$ cat src/logic/marble_ctrl_macros.svh
// ##############################
// Bus widths and register map of the scrap bus
// Any address not listed here reads as zero
// ##############################
`ifndef MARBLE_CTRL_MACROS_SVH
`define MARBLE_CTRL_MACROS_SVH

// Scrap bus widths
`define SCRAP_ADDR_W 8
`define SCRAP_DATA_W 16

// Board control widths
`define IDELAY_TAP_W 5
`define LED_W 8

// Register map
`define REG_ADDR_IDELAY 8'd0
`define REG_ADDR_CONFIG 8'd1
`define REG_ADDR_LEDS 8'd2
`define REG_ADDR_SCRATCH 8'd3

// LFSR start value, must be nonzero
`define PATTERN_SEED 4'b0001

`endif
$ cat src/logic/marble_ctrl_pkg.sv
// ##############################
// Types of the scrap bus; field layouts assume 16-bit data
// ##############################
`include "marble_ctrl_macros.svh"

package marble_ctrl_pkg;

	// Write operation carried with every request
	typedef enum logic [1:0] {
		OP_WRITE  = 2'd0,
		OP_SET    = 2'd1,
		OP_CLEAR  = 2'd2,
		OP_TOGGLE = 2'd3
	} scrap_op_e;

	// External configuration bits, pattern_en is bit 0
	typedef struct packed {
		logic [`SCRAP_DATA_W-4:0] reserved;
		logic idelayctrl_reset;
		logic vcxo_off;
		logic pattern_en;
	} cfg_fields_t;

	// IDELAY tap sits in the low bits
	typedef struct packed {
		logic [`SCRAP_DATA_W-`IDELAY_TAP_W-1:0] unused;
		logic [`IDELAY_TAP_W-1:0] tap;
	} tap_fields_t;

	// One data word, read per selected register
	typedef union packed {
		logic [`SCRAP_DATA_W-1:0] raw;
		cfg_fields_t cfg;
		tap_fields_t tap;
	} scrap_word_u;

	// One-hot register select, all zero when unmapped
	typedef struct packed {
		logic scratch;
		logic leds;
		logic cfg;
		logic idelay;
	} reg_sel_t;

	// Common update rule of execute and readback
	function automatic logic [`SCRAP_DATA_W-1:0] apply_op(
		input scrap_op_e op,
		input logic [`SCRAP_DATA_W-1:0] cur,
		input logic [`SCRAP_DATA_W-1:0] data
	);
		case (op)
			OP_WRITE: apply_op = data;
			OP_SET:   apply_op = cur | data;
			OP_CLEAR: apply_op = cur & ~data;
			default:  apply_op = cur ^ data;
		endcase
	endfunction

	// Keeps only the three real configuration bits
	function automatic cfg_fields_t cfg_only(input cfg_fields_t c);
		cfg_only = '0;
		cfg_only.pattern_en = c.pattern_en;
		cfg_only.vcxo_off = c.vcxo_off;
		cfg_only.idelayctrl_reset = c.idelayctrl_reset;
	endfunction

endpackage

$ cat src/logic/scrap_if.sv
// ##############################
// Request valid for one cycle after sampling, no handshake
// ##############################
`include "marble_ctrl_macros.svh"

// Decoded request between the pipeline stages
interface scrap_req_if;
	marble_ctrl_pkg::reg_sel_t sel;
	marble_ctrl_pkg::scrap_op_e op;
	logic we;
	marble_ctrl_pkg::scrap_word_u data;

	// Decode stage produces the request
	modport decode_mp (
		output sel,
		output op,
		output we,
		output data
	);

	// Register file applies it
	modport execute_mp (
		input sel,
		input op,
		input we,
		input data
	);

	// Readback predicts the same update
	modport result_mp (
		input sel,
		input op,
		input we,
		input data
	);
endinterface

// Current register contents
interface reg_view_if;
	logic [`IDELAY_TAP_W-1:0] idelay_tap;
	marble_ctrl_pkg::cfg_fields_t cfg;
	logic [`LED_W-1:0] leds;
	logic [`SCRAP_DATA_W-1:0] scratch;

	modport owner_mp (output idelay_tap, output cfg, output leds, output scratch);
	modport reader_mp (input idelay_tap, input cfg, input leds, input scratch);
endinterface

$ cat src/logic/marble_ctrl_top.sv
// ##############################
// Single clock tx_clk; reads lag requests by two edges
// ##############################
`include "marble_ctrl_macros.svh"

module marble_ctrl_top (
	input  logic                     tx_clk,
	input  logic                     arst_n,
	input  logic [`SCRAP_ADDR_W-1:0] scrap_addr,
	input  logic [`SCRAP_DATA_W-1:0] scrap_wdata,
	input  logic                     scrap_we,
	input  logic [1:0]               scrap_op,
	output logic [`SCRAP_DATA_W-1:0] scrap_rdata,
	output logic [`IDELAY_TAP_W-1:0] idelay_value,
	output logic                     idelay_ce,
	output logic [`LED_W-1:0]        leds,
	output logic                     vcxo_en,
	output logic                     idelayctrl_reset,
	output logic [3:0]               pattern_out
);

	// Stage links
	scrap_req_if req_if ();
	reg_view_if view_if ();

	// Address decode and request register
	scrap_decode i_scrap_decode (
		.tx_clk (tx_clk),
		.arst_n (arst_n),
		.addr   (scrap_addr),
		.wdata  (scrap_wdata),
		.we     (scrap_we),
		.op     (marble_ctrl_pkg::scrap_op_e'(scrap_op)),
		.req    (req_if.decode_mp)
	);

	// Control registers
	scrap_execute i_scrap_execute (
		.tx_clk    (tx_clk),
		.arst_n    (arst_n),
		.req       (req_if.execute_mp),
		.regs      (view_if.owner_mp),
		.idelay_ce (idelay_ce)
	);

	// Readback register
	scrap_result i_scrap_result (
		.tx_clk (tx_clk),
		.arst_n (arst_n),
		.req    (req_if.result_mp),
		.regs   (view_if.reader_mp),
		.rdata  (scrap_rdata)
	);

	// Test pattern, gated by config bit 0
	test_pattern_gen i_test_pattern_gen (
		.tx_clk  (tx_clk),
		.arst_n  (arst_n),
		.enable  (view_if.cfg.pattern_en),
		.pattern (pattern_out)
	);

	// Board controls straight from the registers
	assign idelay_value = view_if.idelay_tap;
	assign leds = view_if.leds;
	assign idelayctrl_reset = view_if.cfg.idelayctrl_reset;
	// VCXO runs unless the host turns it off
	assign vcxo_en = ~view_if.cfg.vcxo_off;

endmodule

$ cat src/logic/test_pattern_gen.sv
// ##############################
// Zero while disabled, reseeds on each enable
// ##############################
`include "marble_ctrl_macros.svh"

module test_pattern_gen (
	input  logic       tx_clk,
	input  logic       arst_n,
	input  logic       enable,
	output logic [3:0] pattern
);

	// Shift register, zero means not yet seeded
	logic [3:0] lfsr;

	always_ff @(posedge tx_clk or negedge arst_n) begin
		if (!arst_n) begin
			lfsr <= '0;
		end else if (!enable) begin
			// Cleared so the next enable reloads the seed
			lfsr <= '0;
		end else if (lfsr == 4'd0) begin
			lfsr <= `PATTERN_SEED;
		end else begin
			// Shift left, feedback from bits 3 and 2
			// A nonzero state never returns to zero
			lfsr <= {lfsr[2:0], lfsr[3] ^ lfsr[2]};
		end
	end

	// Output forced low as soon as enable drops
	assign pattern = enable ? lfsr : 4'd0;

endmodule

$ cat src/logic/scrap_result.sv
// ##############################
// Readback includes the request's own write
// ##############################
`include "marble_ctrl_macros.svh"

module scrap_result (
	input  logic                     tx_clk,
	input  logic                     arst_n,
	scrap_req_if.result_mp           req,
	reg_view_if.reader_mp            regs,
	output logic [`SCRAP_DATA_W-1:0] rdata
);

	localparam int TAP_PAD = `SCRAP_DATA_W - `IDELAY_TAP_W;
	localparam int LED_PAD = `SCRAP_DATA_W - `LED_W;

	// Selected register and its data view, zero-extended
	logic [`SCRAP_DATA_W-1:0] cur;
	logic [`SCRAP_DATA_W-1:0] dat;
	logic [`SCRAP_DATA_W-1:0] nxt;

	always_comb begin
		cur = '0;
		dat = '0;
		if (req.sel.idelay) begin
			cur = {{TAP_PAD{1'b0}}, regs.idelay_tap};
			dat = {{TAP_PAD{1'b0}}, req.data.tap.tap};
		end else if (req.sel.cfg) begin
			cur = regs.cfg;
			dat = marble_ctrl_pkg::cfg_only(req.data.cfg);
		end else if (req.sel.leds) begin
			cur = {{LED_PAD{1'b0}}, regs.leds};
			dat = {{LED_PAD{1'b0}}, req.data.raw[`LED_W-1:0]};
		end else if (req.sel.scratch) begin
			cur = regs.scratch;
			dat = req.data.raw;
		end
		// Zero padding survives every operation
		// Unmapped stays zero as both inputs are zero
		nxt = req.we ? marble_ctrl_pkg::apply_op(req.op, cur, dat) : cur;
	end

	always_ff @(posedge tx_clk or negedge arst_n) begin
		if (!arst_n) begin
			rdata <= '0;
		end else begin
			rdata <= nxt;
		end
	end

endmodule

$ cat src/logic/scrap_execute.sv
// ##############################
// Registers keep their own width; reserved bits stay zero
// ##############################
`include "marble_ctrl_macros.svh"

module scrap_execute (
	input  logic            tx_clk,
	input  logic            arst_n,
	scrap_req_if.execute_mp req,
	reg_view_if.owner_mp    regs,
	output logic            idelay_ce
);

	localparam int TAP_PAD = `SCRAP_DATA_W - `IDELAY_TAP_W;
	localparam int LED_PAD = `SCRAP_DATA_W - `LED_W;

	// Candidate values are 16 bits wide before trimming
	logic [`SCRAP_DATA_W-1:0] tap_word;
	logic [`SCRAP_DATA_W-1:0] cfg_word;
	logic [`SCRAP_DATA_W-1:0] led_word;
	logic [`SCRAP_DATA_W-1:0] scr_word;

	// Each register sees the matching view of the data
	always_comb begin
		// IDELAY uses the tap field only
		tap_word = marble_ctrl_pkg::apply_op(
			req.op,
			{{TAP_PAD{1'b0}}, regs.idelay_tap},
			{{TAP_PAD{1'b0}}, req.data.tap.tap}
		);
		// Config uses the three field bits
		cfg_word = marble_ctrl_pkg::apply_op(
			req.op,
			regs.cfg,
			marble_ctrl_pkg::cfg_only(req.data.cfg)
		);
		// LEDs take the low byte of the raw word
		led_word = marble_ctrl_pkg::apply_op(
			req.op,
			{{LED_PAD{1'b0}}, regs.leds},
			{{LED_PAD{1'b0}}, req.data.raw[`LED_W-1:0]}
		);
		scr_word = marble_ctrl_pkg::apply_op(req.op, regs.scratch, req.data.raw);
	end

	// Register file where one register changes per request
	always_ff @(posedge tx_clk or negedge arst_n) begin
		if (!arst_n) begin
			regs.idelay_tap <= '0;
			regs.cfg <= '0;
			regs.leds <= '0;
			regs.scratch <= '0;
		end else if (req.we) begin
			if (req.sel.idelay) begin
				regs.idelay_tap <= tap_word[`IDELAY_TAP_W-1:0];
			end
			if (req.sel.cfg) begin
				// Reserved bits are already zero here
				regs.cfg <= cfg_word;
			end
			if (req.sel.leds) begin
				regs.leds <= led_word[`LED_W-1:0];
			end
			if (req.sel.scratch) begin
				regs.scratch <= scr_word;
			end
		end
	end

	// Load pulse on every IDELAY write
	// Same edge as the new tap value
	always_ff @(posedge tx_clk or negedge arst_n) begin
		if (!arst_n) begin
			idelay_ce <= 1'b0;
		end else begin
			idelay_ce <= req.we & req.sel.idelay;
		end
	end

endmodule

$ cat src/logic/scrap_decode.sv
// ##############################
// Unmapped writes keep we with an empty select
// ##############################
`include "marble_ctrl_macros.svh"

module scrap_decode (
	input  logic                       tx_clk,
	input  logic                       arst_n,
	input  logic [`SCRAP_ADDR_W-1:0]   addr,
	input  logic [`SCRAP_DATA_W-1:0]   wdata,
	input  logic                       we,
	input  marble_ctrl_pkg::scrap_op_e op,
	scrap_req_if.decode_mp             req
);

	// Address match, at most one bit set
	marble_ctrl_pkg::reg_sel_t sel_d;

	always_comb begin
		sel_d = '0;
		// Compare against each mapped register
		sel_d.idelay = (addr == `REG_ADDR_IDELAY);
		sel_d.cfg = (addr == `REG_ADDR_CONFIG);
		sel_d.leds = (addr == `REG_ADDR_LEDS);
		sel_d.scratch = (addr == `REG_ADDR_SCRATCH);
	end

	// Control part of the request
	always_ff @(posedge tx_clk or negedge arst_n) begin
		if (!arst_n) begin
			req.sel <= '0;
			req.op <= marble_ctrl_pkg::OP_WRITE;
			req.we <= 1'b0;
		end else begin
			req.sel <= sel_d;
			req.op <= op;
			// Strobe lasts exactly one cycle
			req.we <= we;
		end
	end

	// Data word, viewed later per register
	always_ff @(posedge tx_clk) begin
		req.data.raw <= wdata;
	end

endmodule

$ cat config.mk
export PLATFORM = sky130hd
export DESIGN_NAME = marble_ctrl_top
export DESIGN_NICKNAME = d
export VERILOG_FILES = /design/src/logic/marble_ctrl_pkg.sv /design/src/logic/scrap_if.sv /design/src/logic/marble_ctrl_top.sv /design/src/logic/test_pattern_gen.sv /design/src/logic/scrap_result.sv /design/src/logic/scrap_execute.sv /design/src/logic/scrap_decode.sv
export VERILOG_INCLUDE_DIRS = /design/src /design/src/logic
export SDC_FILE = /design/constraint.sdc
export NUM_CORES = 1
export LEC_CHECK = 0
export ABC_AREA = 1
export ABC_CLOCK_PERIOD_IN_PS = 3200
export BUFFER_PORTS_ARGS = -buffer_cell sky130_fd_sc_hd__buf_2
export CAP_MARGIN = 20
export CORE_MARGIN = 1
export CORE_UTILIZATION = 65
export CTS_CLUSTER_DIAMETER = 50
export DETAILED_ROUTE_END_ITERATION = 10
export GPL_TIMING_DRIVEN = 0
export PLACE_DENSITY = 0.87
export SETUP_SLACK_MARGIN = 0.02
export SLEW_MARGIN = 5
export SYNTH_ARGS = -nofsm -noshare
export SYNTH_HDL_FRONTEND = slang
export SYNTH_SLANG_ARGS = --single-unit
export TNS_END_PERCENT = 100
$ cat constraint.sdc
create_clock -name tx_clk -period 3.2 [get_ports tx_clk]
set_clock_uncertainty 0.2 [all_clocks]
set_input_delay 0.32 -clock tx_clk [delete_from_list [all_inputs] [get_ports tx_clk]]
set_output_delay 0.32 -clock tx_clk [all_outputs]
set_load 0.05 [all_outputs]
==> metrics.log <==
INFO  metric dieArea = approximately 0.0096 mm^2
INFO  metric first_pass_grt_wire_length = 25,600 um
INFO  metric run_status = finished clean
INFO  metric cts_sinks = 76
INFO  metric synthesis.area = about 0.0060 mm^2
INFO  metric min_path_type = input pin to flop
INFO  metric clock_power_share = 0.334
INFO  metric final.fill_count = roughly 670
INFO  metric period_minus_slack = ~2300 ps
INFO  metric cpMaxStageDelayCell = sky130_fd_sc_hd__dfrtp_1
INFO  metric clock_tree.buffer_depth = 2
INFO  metric dp_hpwl = 10,900 um
INFO  metric cp.arrival = ~2300 ps
INFO  metric ys_types = 29
INFO  metric critPathCaptureType = flop
INFO  metric post-cts-setup-buffers = 0
INFO  metric final_antenna_diode_count = 0
INFO  metric critPathBufInv = 2
INFO  metric finalWirelength = 15,700 um
INFO  metric pin_slew_with_the_least_headroom_to_its_limit = between 700 and 800 ps
INFO  metric drt-initial-drc-count = ~530
INFO  metric cts_tree = yes
INFO  metric number_of_vias_per_cell_after_detailed_routing = about 5.4
INFO  metric grt_setup_unrepaired = no
INFO  metric worst_ir_drop_vdd = approximately 0.26 mV
INFO  metric cp_common_cell = sky130_fd_sc_hd__nand2_1
INFO  metric antenna_found_initial = 0
INFO  metric routedWlPerCell = roughly 15 um
INFO  metric timing.final.setup_violations = 0
INFO  metric clk_pin_slew = 90 ps
INFO  metric syn_to_final_growth = 14.5%
INFO  metric die-height = between 90 and 100 um
INFO  metric drtAntennaViolNets = 0
INFO  metric min_period_over_period = 0.708
INFO  metric num_rows = 34
INFO  metric grt_overflow = 0
INFO  metric syn_inst = 857
INFO  metric post_route_cells_drive_above_1_share = 0.146
INFO  metric number_of_buffers_inserted_during_clock_tree_synthesis = 9
INFO  metric power.static_leakage = a little under 0.004 uW
INFO  metric dp_cells = slightly above 1,000
INFO  metric track_usage = 0.343
INFO  metric finish.cell_count_without_fillers = 1,068
INFO  metric synth.net_count = 983
INFO  metric synth.avg_cell_area = between 7 and 8 um^2
INFO  metric drt_pre_antenna_iters = 7
INFO  metric root_cell_of_the_clock_tree = sky130_fd_sc_hd__clkbuf_8
INFO  metric final_replace_weighted_congestion = around 0.93
INFO  metric timing.max_slew.rel_slack = 0.478
INFO  metric switching_power = 731 uW
INFO  metric cap_violations = 0
INFO  metric startpoint_type = flop
INFO  metric hold_viol = 0
INFO  metric grt_pass1_vias = 5,384
INFO  metric maxClockFrequency = around 440 MHz
INFO  metric fin_setup_tns = 0 ps
INFO  metric boundaryPins = 65
INFO  metric cp_cell_sequence = nor2_1, nor2_1, nand2_1, nand2_1, nand2_1, inv_1, ha_1, nand2_1, nand2_1, inv_1, nand2_1, nand2_1
INFO  metric maxUsedRoutingLayer = met4
INFO  metric routed-via-count = approximately 5,800
INFO  metric p_seq_frac = 0.480
INFO  metric multi_input_comb_area = around 0.0035 mm^2
INFO  metric worst_path_largest_cell_delay = 510 ps
INFO  metric initial_cell_density_of_the_core = 0.679
INFO  metric final_max_slew_viol_count = 0
INFO  metric portBuffers = between 60 and 70
INFO  metric nets = 1,081
INFO  metric netSwitchingFraction = 0.340
INFO  metric insertion_delay = roughly 370 ps
INFO  metric crit_path_max_fanout = 5
INFO  metric routed-wl-met3 = 1370 um
INFO  metric fp.coreArea = about 0.009 mm^2
INFO  metric route.detailed.drc = 0
INFO  metric share_comb_of_total_power = 0.186
INFO  metric power-per-cell-area = roughly 310 mW/mm^2
INFO  metric ys_seq_area_frac = 0.303
INFO  metric required_time_at_the_worst_slack_endpoint = ~3300 ps
INFO  metric count_of_synthesis_stage_warnings_from_yosys = 0
INFO  metric area.sequential = 0.00182 mm^2
INFO  metric overall_die_width = slightly below 100 um
INFO  metric yosys_register_bits = 76
INFO  metric met1_wirelength = roughly 6700 um
INFO  metric power.internal = 1420 uW
INFO  metric htreeDepth = 3
INFO  metric grt_max_degree = 61
INFO  metric reg2reg_slack = roughly 930 ps
INFO  metric route.met2.wl = 7100 um
INFO  metric critPathKind = flop to flop
INFO  metric worst_path_dominant_cell_family = simple AND/OR/NAND/NOR gates
-- Yosys cell counts, drive strengths merged --
| cell | instances | share of area |
|---|---|---|
| a21oi | 4 | 0.0033 |
| buf | 28 | 0.030 |
| clkbuf | 3 | 0.0021 |
| dfrtp | 60 | 0.25 |
| dfxtp | 16 | 0.053 |
| ha | 97 | 0.20 |
| inv | 128 | 0.081 |
| nand2 | 303 | 0.19 |
| nand3 | 36 | 0.030 |
| nand4 | 11 | 0.011 |
| nor2 | 82 | 0.061 |
| nor3 | 12 | 0.017 |
| o211ai | 1 | 0.0012 |
| o21ai | 71 | 0.059 |
| or2 | 5 | 0.0052 |
-- final timing paths --
| kind | cells after the start | endpoint | startpoint |
|---|---|---|---|
| hold reg to reg | 2 | i_test_pattern_gen.lfsr[2] | i_test_pattern_gen.lfsr[1] |
| setup reg to reg | 12 | i_scrap_result.rdata[1] | i_scrap_decode.req.sel[2] |
| max in group asynchronous | 2 | i_scrap_execute.regs.idelay_tap[2] | arst_n |
| min in group asynchronous | 2 | i_scrap_execute.regs.idelay_tap[4] | arst_n |
| hold / removal | 4 | i_scrap_decode.req.sel[0] | scrap_addr[3] |
| setup / recovery | 12 | i_scrap_result.rdata[1] | i_scrap_decode.req.sel[2] |
-- power by group through the flow --
stage | logic, uW | clock network, uW | registers [uW]
floorplan | 208 | 0 | 1090
global placement | 363 | 0 | 1050
detailed placement | 371 | 0 | 1050
CTS | 394 | 725 | 1030
global route | 450 | 755 | 1040
finish | 401 | 718 | 1030
-- flip-flops by register name, summed over array words and instances (netlist names) --
signal	cells
i_scrap_decode.req.data	16
i_scrap_execute.regs.scratch	16
i_scrap_result.rdata	16
i_scrap_execute.regs.leds	8
i_scrap_execute.regs.idelay_tap	5
i_scrap_decode.req.sel	4
i_test_pattern_gen.lfsr	4
i_scrap_execute.regs.cfg	3
i_scrap_decode.req.op	2
i_scrap_decode.req.we	1
i_scrap_execute.idelay_ce	1
-- area by class of cell --
class                   instances  area share
clock buffers                   9      0.0180
well taps                     108      0.0196
plain buffers                  31      0.0284
inverters                     128      0.0709
multi-input cells             622       0.509
flip-flops and latches         76       0.265
clock inverters                 7     0.00837
repair buffers                 87      0.0804
-- through the flow --
| stage | total power, uW | util | worst slack [ps] | area (um^2) | hold WS (ps) |
|---|---|---|---|---|---|
| floorplan | 1300 | - | 1390 | 6010 | -176 |
| global placement | 1410 | 0.731 | 1080 | 6460 | 222 |
| detailed placement | 1420 | 0.731 | 1040 | 6470 | 224 |
| CTS | 2150 | 0.777 | 1020 | 6880 | 1.71 |
| global route | 2240 | 0.777 | 818 | 6880 | 27.6 |
| finish | 2150 | 0.777 | 934 | 6880 | 11.9 |
-- worst reg2reg max path, stage by stage, from the launching register on --
cell and delay [ps]:
sky130_fd_sc_hd__dfrtp_1 510, sky130_fd_sc_hd__nor2_1 390, sky130_fd_sc_hd__nor2_1 150, sky130_fd_sc_hd__nand2_1 90, sky130_fd_sc_hd__nand2_1 100, sky130_fd_sc_hd__nand2_1 120
sky130_fd_sc_hd__inv_1 50, sky130_fd_sc_hd__ha_1 280, sky130_fd_sc_hd__nand2_1 70, sky130_fd_sc_hd__nand2_1 70, sky130_fd_sc_hd__inv_1 40, sky130_fd_sc_hd__nand2_1 50
sky130_fd_sc_hd__nand2_1 50
-- cell usage in the layout (no fill, tap or decap), drive strengths merged --
| master | synthesis | final |
|---|---|---|
| clkinvlp | 0 | 2 |
| nor2 | 82 | 82 |
| dfrtp | 60 | 60 |
| nand2 | 303 | 303 |
| nor3 | 12 | 12 |
| o21ai | 71 | 71 |
| or2 | 5 | 5 |
| a21oi | 4 | 4 |
| ha | 97 | 97 |
| inv | 128 | 132 |
| dlygate4sd3 | 0 | 23 |
| dfxtp | 16 | 16 |
| clkinv | 0 | 1 |
| clkbuf | 3 | 12 |
| nand3 | 36 | 36 |
| buf | 28 | 92 |
| nand4 | 11 | 11 |
| o211ai | 1 | 1 |
-- kinds of logic (layout without fill, tap and decap cells) --
logic type | Yosys count | after routing | share of synthesized area
AOI/OAI and AO/OA | 76 | 76 | 0.0637
adders and majority gates | 97 | 97 | 0.202
buffers and inverters | 159 | 262 | 0.114
DFF | 76 | 76 | 0.303
and+or+nand+nor | 449 | 449 | 0.318
-- routing by layer --
layer	vias up	GRT usage
li1	2820	-
met1	2626	0.448
met2	278	0.548
met3	55	0.0580
met4	0	0.178
met5	-	0
-- repair_timing --
action,in CTS,in global routing
hold endpoints to repair,83,0
hold buffers,23,0
gates resized for setup,0,0
(Power assumes the default switching activity.)
